<file path="config.mk">
export PLATFORM = sky130hd
export DESIGN_NAME = status_bus_fabric
export DESIGN_NICKNAME = d
export VERILOG_FILES = /design/src/hdl/status_bus_pkg.sv /design/src/hdl/status_bus_fabric.sv /design/src/hdl/status_read_combine.sv /design/src/hdl/status_region_decode.sv /design/src/hdl/status_req_reg.sv
export SDC_FILE = /design/constraint.sdc
export NUM_CORES = 1
export LEC_CHECK = 0
export ABC_CLOCK_PERIOD_IN_PS = 8700
export CAP_MARGIN = 25
export CORE_AREA = 2 2 231 233
export DETAILED_ROUTE_END_ITERATION = 10
export DIE_AREA = 0 0 233 235
export DONT_BUFFER_PORTS = 1
export SYNTH_ARGS = -nofsm -noshare
export SYNTH_HDL_FRONTEND = slang
export SYNTH_HIERARCHICAL = 1
export SYNTH_SLANG_ARGS = --single-unit
</file>
<file path="constraint.sdc">
create_clock -name i_reconfig_clk -period 8.7 [get_ports i_reconfig_clk]
set_input_delay 0.435 -clock i_reconfig_clk [delete_from_list [all_inputs] [get_ports i_reconfig_clk]]
set_output_delay 0.435 -clock i_reconfig_clk [all_outputs]
set_load 0.005 [all_outputs]
</file>
<file path="src/hdl/status_bus_pkg.sv">
// status bus widths, region map, read timeout and default answer
// region and combiner state enums
package status_bus_pkg;

    ////////////////////////////////////////////////////////////
    // widths
    ////////////////////////////////////////////////////////////
    localparam int HOST_ADDR_W   = 32;   // host byte address
    localparam int DATA_W        = 32;
    localparam int STATUS_ADDR_W = 20;   // word address, host bits 21:2
    localparam int CUSTOM_ADDR_W = 30;   // word address, host bits 31:2
    localparam int ETH_ADDR_W    = 16;
    localparam int XCVR_ADDR_W   = 11;
    localparam int NUM_XCVR      = 4;
    localparam int XCVR_SEL_W    = $clog2(NUM_XCVR);

    ////////////////////////////////////////////////////////////
    // word address map
    ////////////////////////////////////////////////////////////
    localparam logic [STATUS_ADDR_W-1:0] ETH_BASE  = 20'h00000;
    localparam logic [STATUS_ADDR_W-1:0] ETH_LAST  = 20'h00FFF;
    localparam logic [STATUS_ADDR_W-1:0] XCVR_BASE = 20'h10000;
    localparam logic [STATUS_ADDR_W-1:0] XCVR_SPAN = 20'h01000; // per lane

    localparam int CUSTOM_BIT = 31;   // host byte address bit

    // read return
    localparam int READ_TIMEOUT_CYCLES = 32;
    localparam int TIMEOUT_W           = $clog2(READ_TIMEOUT_CYCLES);
    localparam logic [DATA_W-1:0] DEAD_READ_DATA = 32'hDEADC0DE;

    typedef enum logic [2:0] {
        REGION_ETH,
        REGION_XCVR0,
        REGION_XCVR1,
        REGION_XCVR2,
        REGION_XCVR3,
        REGION_NONE
    } region_e;

    typedef enum logic {
        CMB_IDLE,
        CMB_WAIT
    } combine_state_e;

endpackage
</file>
<file path="src/hdl/status_bus_fabric.sv">
// status bus fabric top level
// request register, region decoder and read combiner
module status_bus_fabric (
    input  logic                                     i_reconfig_clk,
    input  logic                                     arst,
    // host
    input  logic [status_bus_pkg::HOST_ADDR_W-1:0]   i_host_addr,
    input  logic                                     i_host_read,
    input  logic                                     i_host_write,
    input  logic [status_bus_pkg::DATA_W-1:0]        i_host_writedata,
    output logic [status_bus_pkg::DATA_W-1:0]        o_host_readdata,
    output logic                                     o_host_readdata_valid,
    output logic                                     o_host_waitrequest,
    // ethernet
    output logic [status_bus_pkg::ETH_ADDR_W-1:0]    o_eth_addr,
    output logic                                     o_eth_read,
    output logic                                     o_eth_write,
    output logic [status_bus_pkg::DATA_W-1:0]        o_eth_writedata,
    input  logic                                     i_eth_waitrequest,
    input  logic [status_bus_pkg::DATA_W-1:0]        i_eth_readdata,
    input  logic                                     i_eth_readdata_valid,
    // transceiver lanes
    output logic [status_bus_pkg::NUM_XCVR*status_bus_pkg::XCVR_ADDR_W-1:0] o_xcvr_addr,
    output logic [status_bus_pkg::NUM_XCVR-1:0]      o_xcvr_read,
    output logic [status_bus_pkg::NUM_XCVR-1:0]      o_xcvr_write,
    output logic [status_bus_pkg::NUM_XCVR*status_bus_pkg::DATA_W-1:0] o_xcvr_writedata,
    input  logic [status_bus_pkg::NUM_XCVR-1:0]      i_xcvr_waitrequest,
    input  logic [status_bus_pkg::NUM_XCVR*status_bus_pkg::DATA_W-1:0] i_xcvr_readdata,
    // custom client
    output logic [status_bus_pkg::CUSTOM_ADDR_W-1:0] o_custom_addr,
    output logic                                     o_custom_read,
    output logic                                     o_custom_write,
    output logic [status_bus_pkg::DATA_W-1:0]        o_custom_writedata,
    input  logic [status_bus_pkg::DATA_W-1:0]        i_custom_readdata,
    input  logic                                     i_custom_readdata_valid
);
    import status_bus_pkg::*;

    logic                   acc_read;
    logic                   acc_write;
    logic                   accept;
    logic                   sel_stall;
    logic                   pending;
    logic                   req_read;
    logic                   req_write;
    logic [HOST_ADDR_W-1:0] req_addr;
    logic [DATA_W-1:0]      req_writedata;
    logic                   xcvr_rd_valid;
    logic [DATA_W-1:0]      xcvr_rd_data;

    assign o_host_waitrequest = pending | sel_stall;

    // strobes that are taken this cycle
    assign acc_read  = i_host_read & ~o_host_waitrequest;
    assign acc_write = i_host_write & ~o_host_waitrequest;
    assign accept    = acc_read | acc_write;

    status_req_reg u_req_reg (
        .i_reconfig_clk   (i_reconfig_clk),
        .arst             (arst),
        .i_host_read      (acc_read),
        .i_host_write     (acc_write),
        .i_host_addr      (i_host_addr),
        .i_host_writedata (i_host_writedata),
        .i_sel_stall      (sel_stall),
        .o_req_read       (req_read),
        .o_req_write      (req_write),
        .o_req_addr       (req_addr),
        .o_req_writedata  (req_writedata)
    );

    status_region_decode u_decode (
        .i_req_read         (req_read),
        .i_req_write        (req_write),
        .i_req_addr         (req_addr),
        .i_req_writedata    (req_writedata),
        .i_host_read        (acc_read),
        .i_host_write       (acc_write),
        .i_host_addr        (i_host_addr),
        .i_host_writedata   (i_host_writedata),
        .o_eth_addr         (o_eth_addr),
        .o_eth_read         (o_eth_read),
        .o_eth_write        (o_eth_write),
        .o_eth_writedata    (o_eth_writedata),
        .i_eth_waitrequest  (i_eth_waitrequest),
        .o_xcvr_addr        (o_xcvr_addr),
        .o_xcvr_read        (o_xcvr_read),
        .o_xcvr_write       (o_xcvr_write),
        .o_xcvr_writedata   (o_xcvr_writedata),
        .i_xcvr_waitrequest (i_xcvr_waitrequest),
        .i_xcvr_readdata    (i_xcvr_readdata),
        .o_custom_addr      (o_custom_addr),
        .o_custom_read      (o_custom_read),
        .o_custom_write     (o_custom_write),
        .o_custom_writedata (o_custom_writedata),
        .o_sel_stall        (sel_stall),
        .o_xcvr_rd_valid    (xcvr_rd_valid),
        .o_xcvr_rd_data     (xcvr_rd_data)
    );

    status_read_combine u_combine (
        .i_reconfig_clk          (i_reconfig_clk),
        .arst                    (arst),
        .i_host_read             (i_host_read),
        .i_accept                (accept),
        .i_eth_readdata_valid    (i_eth_readdata_valid),
        .i_eth_readdata          (i_eth_readdata),
        .i_xcvr_rd_valid         (xcvr_rd_valid),
        .i_xcvr_rd_data          (xcvr_rd_data),
        .i_custom_readdata_valid (i_custom_readdata_valid),
        .i_custom_readdata       (i_custom_readdata),
        .o_pending               (pending),
        .o_host_readdata         (o_host_readdata),
        .o_host_readdata_valid   (o_host_readdata_valid)
    );

endmodule

</file>
<file path="src/hdl/status_read_combine.sv">
// read response merge for eth, xcvr and custom clients
// outstanding read FSM with timeout default
module status_read_combine (
    input  logic                              i_reconfig_clk,
    input  logic                              arst,
    input  logic                              i_host_read,
    input  logic                              i_accept,
    input  logic                              i_eth_readdata_valid,
    input  logic [status_bus_pkg::DATA_W-1:0] i_eth_readdata,
    input  logic                              i_xcvr_rd_valid,
    input  logic [status_bus_pkg::DATA_W-1:0] i_xcvr_rd_data,
    input  logic                              i_custom_readdata_valid,
    input  logic [status_bus_pkg::DATA_W-1:0] i_custom_readdata,
    output logic                              o_pending,
    output logic [status_bus_pkg::DATA_W-1:0] o_host_readdata,
    output logic                              o_host_readdata_valid
);
    import status_bus_pkg::*;

    combine_state_e       state;
    combine_state_e       state_nxt;
    logic [TIMEOUT_W-1:0] timer;
    logic                 rd_start;
    logic                 any_valid;
    logic                 timed_out;
    logic                 done;
    logic [DATA_W-1:0]    resp_data;

    assign rd_start  = i_host_read & i_accept;
    assign any_valid = i_eth_readdata_valid | i_xcvr_rd_valid | i_custom_readdata_valid;
    assign timed_out = (timer == TIMEOUT_W'(READ_TIMEOUT_CYCLES - 1));
    assign done      = (state == CMB_WAIT) && (any_valid || timed_out);
    assign o_pending = (state == CMB_WAIT);

    // eth first, then xcvr, then custom
    always_comb begin
        if (i_eth_readdata_valid) begin
            resp_data = i_eth_readdata;
        end else if (i_xcvr_rd_valid) begin
            resp_data = i_xcvr_rd_data;
        end else if (i_custom_readdata_valid) begin
            resp_data = i_custom_readdata;
        end else begin
            resp_data = DEAD_READ_DATA;   // nobody answered
        end
    end

    always_comb begin
        state_nxt = state;
        case (state)
            CMB_IDLE: if (rd_start) state_nxt = CMB_WAIT;
            CMB_WAIT: if (done) state_nxt = CMB_IDLE;
            default:  state_nxt = CMB_IDLE;
        endcase
    end

    ////////////////////////////////////////////////////////////
    // state, timer, response
    ////////////////////////////////////////////////////////////
    always_ff @(posedge i_reconfig_clk) begin
        if (arst) begin
            state                 <= CMB_IDLE;
            timer                 <= '0;
            o_host_readdata_valid <= 1'b0;
        end else begin
            state                 <= state_nxt;
            o_host_readdata_valid <= done;   // single pulse per read
            if (rd_start) begin
                timer <= TIMEOUT_W'(1);
            end else if (state == CMB_WAIT) begin
                timer <= timer + 1'b1;
            end
        end
    end

    always_ff @(posedge i_reconfig_clk) begin
        if (done) begin
            o_host_readdata <= resp_data;
        end
    end

endmodule

</file>
<file path="src/hdl/status_region_decode.sv">
// region decode, client strobes and address slices, stall select
// transceiver read data mux and custom client path
module status_region_decode (
    input  logic                                     i_req_read,
    input  logic                                     i_req_write,
    input  logic [status_bus_pkg::HOST_ADDR_W-1:0]   i_req_addr,
    input  logic [status_bus_pkg::DATA_W-1:0]        i_req_writedata,
    input  logic                                     i_host_read,
    input  logic                                     i_host_write,
    input  logic [status_bus_pkg::HOST_ADDR_W-1:0]   i_host_addr,
    input  logic [status_bus_pkg::DATA_W-1:0]        i_host_writedata,
    // ethernet
    output logic [status_bus_pkg::ETH_ADDR_W-1:0]    o_eth_addr,
    output logic                                     o_eth_read,
    output logic                                     o_eth_write,
    output logic [status_bus_pkg::DATA_W-1:0]        o_eth_writedata,
    input  logic                                     i_eth_waitrequest,
    // transceiver lanes
    output logic [status_bus_pkg::NUM_XCVR*status_bus_pkg::XCVR_ADDR_W-1:0] o_xcvr_addr,
    output logic [status_bus_pkg::NUM_XCVR-1:0]      o_xcvr_read,
    output logic [status_bus_pkg::NUM_XCVR-1:0]      o_xcvr_write,
    output logic [status_bus_pkg::NUM_XCVR*status_bus_pkg::DATA_W-1:0] o_xcvr_writedata,
    input  logic [status_bus_pkg::NUM_XCVR-1:0]      i_xcvr_waitrequest,
    input  logic [status_bus_pkg::NUM_XCVR*status_bus_pkg::DATA_W-1:0] i_xcvr_readdata,
    // custom client
    output logic [status_bus_pkg::CUSTOM_ADDR_W-1:0] o_custom_addr,
    output logic                                     o_custom_read,
    output logic                                     o_custom_write,
    output logic [status_bus_pkg::DATA_W-1:0]        o_custom_writedata,
    // toward the combiner
    output logic                                     o_sel_stall,
    output logic                                     o_xcvr_rd_valid,
    output logic [status_bus_pkg::DATA_W-1:0]        o_xcvr_rd_data
);
    import status_bus_pkg::*;

    logic [STATUS_ADDR_W-1:0] req_word;
    logic                     req_custom;
    logic                     req_any;
    region_e                  region;
    logic [XCVR_SEL_W-1:0]    lane;
    logic                     eth_sel;
    logic [NUM_XCVR-1:0]      xcvr_sel;
    logic                     sel_wait;
    logic                     custom_any;

    assign req_word   = i_req_addr[STATUS_ADDR_W+1:2];
    assign req_custom = i_req_addr[CUSTOM_BIT];
    assign req_any    = i_req_read | i_req_write;

    ////////////////////////////////////////////////////////////
    // region map
    ////////////////////////////////////////////////////////////
    always_comb begin
        logic [STATUS_ADDR_W-1:0] lane_lo;
        region  = REGION_NONE;
        lane    = '0;
        lane_lo = XCVR_BASE;
        // eth space is aligned to its size
        if (!req_custom && ((req_word & ~ETH_LAST) == ETH_BASE)) begin
            region = REGION_ETH;
        end
        for (int k = 0; k < NUM_XCVR; k++) begin
            lane_lo = XCVR_BASE + STATUS_ADDR_W'(k) * XCVR_SPAN;
            if (!req_custom && req_word >= lane_lo && req_word < lane_lo + XCVR_SPAN) begin
                region = region_e'(int'(REGION_XCVR0) + k);
                lane   = XCVR_SEL_W'(k);
            end
        end
    end

    // one client select and its waitrequest
    always_comb begin
        eth_sel  = 1'b0;
        xcvr_sel = '0;
        sel_wait = 1'b0;
        case (region)
            REGION_ETH: begin
                eth_sel  = 1'b1;
                sel_wait = i_eth_waitrequest;
            end
            REGION_XCVR0, REGION_XCVR1, REGION_XCVR2, REGION_XCVR3: begin
                xcvr_sel[lane] = 1'b1;
                sel_wait       = i_xcvr_waitrequest[lane];
            end
            default: ;   // unmapped, request dropped
        endcase
    end

    assign o_sel_stall = req_any && sel_wait;

    ////////////////////////////////////////////////////////////
    // client strobes
    ////////////////////////////////////////////////////////////
    assign o_eth_read      = i_req_read & eth_sel;
    assign o_eth_write     = i_req_write & eth_sel;
    assign o_eth_addr      = (eth_sel && req_any) ? req_word[ETH_ADDR_W-1:0] : '0;
    assign o_eth_writedata = i_req_writedata;

    assign o_xcvr_read      = {NUM_XCVR{i_req_read}} & xcvr_sel;
    assign o_xcvr_write     = {NUM_XCVR{i_req_write}} & xcvr_sel;
    assign o_xcvr_writedata = {NUM_XCVR{i_req_writedata}};

    for (genvar k = 0; k < NUM_XCVR; k++) begin : g_lane_addr
        assign o_xcvr_addr[k*XCVR_ADDR_W +: XCVR_ADDR_W] =
            (xcvr_sel[k] && req_any) ? req_word[XCVR_ADDR_W-1:0] : '0;
    end

    // xcvr data is valid when the read is no longer stalled
    assign o_xcvr_rd_valid = |(o_xcvr_read & ~i_xcvr_waitrequest);
    assign o_xcvr_rd_data  = i_xcvr_readdata[lane*DATA_W +: DATA_W];

    // custom path bypasses the request register
    assign o_custom_read      = i_host_read & i_host_addr[CUSTOM_BIT];
    assign o_custom_write     = i_host_write & i_host_addr[CUSTOM_BIT];
    assign custom_any         = o_custom_read | o_custom_write;
    assign o_custom_addr      = custom_any ? i_host_addr[HOST_ADDR_W-1:2] : '0;
    assign o_custom_writedata = i_host_writedata;

endmodule

</file>
<file path="src/hdl/status_req_reg.sv">
// host request register, frozen while the selected client stalls
module status_req_reg (
    input  logic                                   i_reconfig_clk,
    input  logic                                   arst,
    input  logic                                   i_host_read,
    input  logic                                   i_host_write,
    input  logic [status_bus_pkg::HOST_ADDR_W-1:0] i_host_addr,
    input  logic [status_bus_pkg::DATA_W-1:0]      i_host_writedata,
    input  logic                                   i_sel_stall,
    output logic                                   o_req_read,
    output logic                                   o_req_write,
    output logic [status_bus_pkg::HOST_ADDR_W-1:0] o_req_addr,
    output logic [status_bus_pkg::DATA_W-1:0]      o_req_writedata
);

    logic capture;

    // a new strobe always loads, otherwise hold while stalled
    assign capture = !i_sel_stall || i_host_read || i_host_write;

    always_ff @(posedge i_reconfig_clk) begin
        if (arst) begin
            o_req_read  <= 1'b0;
            o_req_write <= 1'b0;
        end else if (capture) begin
            o_req_read  <= i_host_read;
            o_req_write <= i_host_write;
        end
    end

    // payload follows the strobes
    always_ff @(posedge i_reconfig_clk) begin
        if (capture) begin
            o_req_addr      <= i_host_addr;
            o_req_writedata <= i_host_writedata;
        end
    end

endmodule

</file>
### Yosys cells after proc, flatten, opt, wreduce, memory -nomap -nowiden

Cells that the tools add are included.

* $add $sub $neg: 1
* magnitude comparators: 10
* equality and inequality tests: 5
* shifts and indexed selects: 1
* muxes and demuxes: 29
* bitwise gates (word level): 19
* reduce and logical (&&, ||, !) cells: 28

Operators with widths (number)
* variable part select 128 x 8 -> 32 bit: 1
* 2-to-1 mux 32 bit: 3
* >= comparator 20 x 17 -> 1 bit, second input constant: 4
* less-than comparator 20 x 17 -> 1 bit, second input constant: 4
* 2-to-1 mux 11 bit: 4
* 2-to-1 mux 30 bit: 1
* zero test 20 bit: 1
* logical AND 1 bit: 17
* 2-to-1 mux 16 bit: 1
* 2-to-1 mux 3 bit: 5
* AND 4 bit: 3
* 2-to-1 mux 1 bit: 8
* OR reduction 4 bit: 2
* AND 1 bit: 7
* == test 3 x 2 -> 1 bit, second input constant: 2
* bitwise OR 1 bit: 6
* adder 5 x 1 -> 5 bit, second input constant: 1
* == test 5 bit, second input constant: 1
* 2-to-1 mux 2 bit: 2
* 2-to-1 mux 4 bit: 1
* NOT 4 bit: 1
* case mux 1 bit (2 select lines): 2
* == test 3 x 1 -> 1 bit, second input constant: 1
* == test 3 bit, second input constant: 1
* other kinds (10): 14

* flip-flop bits (word level): 105
* input bits: 267
* logic and storage cells: 102

### Logic depth before layout (Yosys ltp)

* depth after elaboration: 20
* mapped depth: 12

### Hierarchy

The synthesis kept the hierarchy.

By module, submodules not included
* status_region_decode: instances 1, cells each 589, area an instance 3716.1 um2
* status_req_reg: instances 1, cells each 73, area an instance 1999.4 um2
* status_read_combine: instances 1, cells each 173, area an instance 1859.3 um2
* status_bus_fabric: instances 1, cells each 5, area an instance 30.0 um2

### Worst setup path before layout

No wires, ideal clock.

* path type: flip-flop to flip-flop
* start: register u_req_reg/o_req_addr[20] (netlist bit)
* end: register u_req_reg/o_req_addr[0] (netlist bit) (enable)
* arrival time: 3.307 ns
* data required time: 7.848 ns
* setup slack: 4.540 ns
* stages on the path, launching flop included: 10
* clock period less this slack: 4.160 ns
* cells stage by stage: edfxtp_1 or4b_1 buf_2 mux2i_1 nand3_1 and4b_1 nor2_2 and2_1 inv_1 nand3_1

* longest elaborated chain between the ends: 16
* elaborated cells between the ends (all ways): 43

Ends and longest elaborated chain
* from (decl): RTL line status_req_reg.sv:12 `output logic [status_bus_pkg::HOST_ADDR_W-1:0] o_req_addr,`
* from (signal assigned): RTL line status_req_reg.sv:34 `o_req_addr <= i_host_addr;`
* >= comparator 20 x 17 -> 1 bit / zero test 20 bit (equally long branches): RTL line status_region_decode.sv:65, status_region_decode.sv:60
* logical AND 1 bit, on equally long branches: RTL line status_region_decode.sv:65, status_region_decode.sv:60
* logical AND 1 bit / 2-to-1 mux 3 bit (equally long branches): RTL line status_region_decode.sv:65, status_region_decode.sv:60
* 2-to-1 mux 3 bit (4 in series): RTL line status_region_decode.sv:65 `if (!req_custom && req_word >= lane_lo && req_word < lane_lo + XCVR_SPAN) begin`
* == test 3 x 1 -> 1 bit, or another cell as far along: RTL line status_region_decode.sv:77 `case (region)`
* OR reduction 4 bit: RTL line status_region_decode.sv:77
* case mux 1 bit (2 select lines) *: RTL line status_region_decode.sv:77
* logical AND 1 bit *: RTL line status_region_decode.sv:90 `assign o_sel_stall = req_any && sel_wait;`
* named net sel_stall: RTL line status_bus_fabric.sv:42 `logic sel_stall;`
* bitwise OR 1 bit *: RTL line status_bus_fabric.sv:51 `assign o_host_waitrequest = pending | sel_stall;`
* NOT 1 bit *: RTL line status_bus_fabric.sv:54 `assign acc_read = i_host_read & ~o_host_waitrequest;`
* AND 1 bit *: RTL line status_bus_fabric.sv:54
* named net acc_read: RTL line status_bus_fabric.sv:39 `logic acc_read;`
* logical OR 1 bit * (2 in series): RTL line status_req_reg.sv:19 `assign capture = !i_sel_stall || i_host_read || i_host_write;`
* named net u_req_reg.capture: RTL line status_req_reg.sv:16 `logic capture;`

The timed path passes the listed nets; every way through them passes the cells marked *. The select of a mux whose other input is x is not followed.
A chain may end at the register's enable or synchronous reset.

### Worst setup path after layout

* start: register u_req_reg/o_req_addr[14] (netlist bit)
* end: output o_custom_addr[8] (netlist bit)

* longest elaborated chain between the ends: 17
* elaborated cells between the ends (all ways): 44

Ends and longest elaborated chain
* >= comparator 20 x 17 -> 1 bit / zero test 20 bit (equally long branches): RTL line status_region_decode.sv:65, status_region_decode.sv:60
* logical AND 1 bit, on equally long branches: RTL line status_region_decode.sv:65, status_region_decode.sv:60
* logical AND 1 bit / 2-to-1 mux 3 bit (equally long branches): RTL line status_region_decode.sv:65, status_region_decode.sv:60
* 2-to-1 mux 3 bit (4 in series): RTL line status_region_decode.sv:65
* == test 3 x 1 -> 1 bit, or another cell as far along: RTL line status_region_decode.sv:77
* OR reduction 4 bit: RTL line status_region_decode.sv:77
* case mux 1 bit (2 select lines) *: RTL line status_region_decode.sv:77
* logical AND 1 bit *: RTL line status_region_decode.sv:90
* named net sel_stall: RTL line status_bus_fabric.sv:42
* bitwise OR 1 bit *: RTL line status_bus_fabric.sv:51
* NOT 1 bit *: RTL line status_bus_fabric.sv:54
* AND 1 bit *: RTL line status_bus_fabric.sv:54
* named net acc_read: RTL line status_bus_fabric.sv:39
* AND 1 bit *: RTL line status_region_decode.sv:114 `assign o_custom_read = i_host_read & i_host_addr[CUSTOM_BIT];`
* named net o_custom_read: RTL line status_bus_fabric.sv:31 `output logic o_custom_read,`
* bitwise OR 1 bit *: RTL line status_region_decode.sv:116 `assign custom_any = o_custom_read | o_custom_write;`
* 2-to-1 mux 30 bit *: RTL line status_region_decode.sv:117 `assign o_custom_addr = custom_any ? i_host_addr[HOST_ADDR_W-1:2] : '0;`
* to (decl): RTL line status_bus_fabric.sv:30 `output logic [status_bus_pkg::CUSTOM_ADDR_W-1:0] o_custom_addr,`

Marked as above.

==> results.cfg <==
[sta]
clock_skew_ns = 0.0132
hold_slack_ns = 0.114
fmax_ghz = 0.238
drv_slew = 0
slew_headroom_pct = 33.1
rsz0062_at_grt = false
finalCritPeriodShare_pct = 48.3
worst_slew_pin_slew_ns = 1.00
layout_min_cycle_time_ns = 4.21
fin_tns_setup_ns = 0
finalHoldViolCount = 0
final-setup-viol-count = 0

[worst_setup_path]
end_kind = output port
crit_type = reg -> out
critical_path_required_ns = 8.27
setup.worst_path.start_class = flop
arrival_ns = 3.77
r2r_cells = 9
cp_max_fo = 36

[final_layout]
fin_nets = 871
area_growth_pct = -6.14
drive_gt1_share_pct = 10.7
utilization_pct = 13.1

[floorplanning]
placement_rows = 84
fp.coreArea_um2 = 52200
initial_core_util_pct = 13.9
io_pins = 595
die_y_um = 235
dieWidth_um = 233
die-area_um2 = 54800

[global_routing]
grt_max_degree = 73
grt_pass1_wl_um = 38200
grt-ovfl-total = 0
antenna_found_initial = 6
grt_pass1_vias = 4807
gr-usage-all-layers_pct = 10.3

[route]
firstDrtPassIters = 5
drc = 0
wl_per_cell_um = 22.9
drtIter0Drc = 582
vias = 5294
detail-route-antenna-nets = 0
drt-vias-per-instance = 4.07
routed_wl_um = 29800

[logic_synthesis]
ys.warnings.count = 6
syn_avg_cell_area_um2 = 8.78
syn_inst = 829
syn_area_um2 = 7270

[clock_tree]
tritoncts = yes
htree_levels = 3
clkTransAtPathRegs_ns = 0.08
clk_path_buf_depth = 2
cts.sinks = 94
clkLatencyLatePin_ns = 0.39
postCtsHoldBufs = 0
post_cts_resized = 0
postCtsSetupRepairBufs = 0
ctsRootBufferMaster = clkbuf_16
cts_buffers = 9

[power_and_ir_drop]
pwr_density_cell_nw_per_um2 = 160
leakagePower_uw = 0.00238
ir_worst_vdd_mv = 0.0840

[worst_hold_path]
whs_path_depth = 1
hold_path_class = in -> reg

[run]
drv_cap = 0

[placement]
place_hpwl_um = 23600
place.port_buffers = 0
gp_congestion = 0.917

[run_status]
status = finished, final reports clean
worst paths after layout:
check                                 endpoint  slack [ns]                      from
setup / recovery              o_custom_addr[8]        4.49  u_req_reg/o_req_addr[14]
hold reg to reg             u_combine/timer[3]        0.52        u_combine/timer[3]
hold / removal             u_combine/o_pending        0.11                      arst
setup reg to reg  u_combine/o_host_readdata[6]        4.58  u_req_reg/o_req_addr[14]
final cells by class:
type	instances	area, um^2
well taps	688	861
clock inverters	7	73.8
diodes	5	12.5
clock buffers	9	225
multi-input cells	437	2650
fillers	5882	45400
repair buffers	10	82.6
inverters	50	188
flip-flops and latches	94	2730
routing by layer:
layer  up-vias  wire, um  GRT usage, %
li1       2224         -             -
met1      2614     12500          12.9
met2       396     12800          14.6
met3        54      3870          5.72
met4         6       569          3.34
met5         -       119          1.34
critical path, cell delays in order, from the launching register on:
cell,delay [ns]
edfxtp_1,0.76
or4b_2,0.64
buf_4,0.28
mux2i_1,0.20
nand3_1,0.11
and4b_1,0.30
nor2_2,0.08
and2_1,0.19
and2_1,0.19
nor2_2,0.28
buf_8,0.23
nor2b_1,0.09
power breakdown:
group	switching, uW	internal [uW]
combinational	70.1	42.3
clock	217	204
sequential	41.5	521
total	328	767
state kept, by name, indices dropped and copies added, names as in the netlist:
register / cells
u_req_reg/o_req_write: 1
u_req_reg/o_req_writedata: 32
u_combine/o_pending: 1
u_combine/timer: 5
u_req_reg/o_req_addr: 21
u_combine/o_host_readdata_valid: 1
u_combine/o_host_readdata: 32
u_req_reg/o_req_read: 1
layout by cell type, fill, tap and decap left out, types with 4 or more instances in the layout:
cell type / instances
a21oi_1: 20
a221oi_1: 13
a31oi_1: 32
and2_1: 40
and3_1: 21
and4_1: 5
and4b_1: 6
buf_4: 9
clkbuf_16: 9
conb_1: 4
dfxtp_1: 9
diode_2: 5
edfxtp_1: 85
inv_1: 49
nand2_1: 86
nand3_1: 34
nor2_1: 39
nor2b_1: 32
o21ai_1: 19
o221a_1: 9
o221a_2: 23
o22ai_1: 19
per-stage QoR:
stage          total power [uW]  std cells  cell area [um^2]  worst slack, ns
4_1_cts                    1120       1294              6800             3.92
3_3_place_gp                678       1278              6500             4.45
5_1_grt                    1150       1298              6820             4.27
2_1_floorplan               704        832              7290             4.88
6_report                   1100       1300              6830             4.49
3_5_place_dp                682       1278              6500             4.38
No activity file was read; power rests on OpenSTA's default activity.
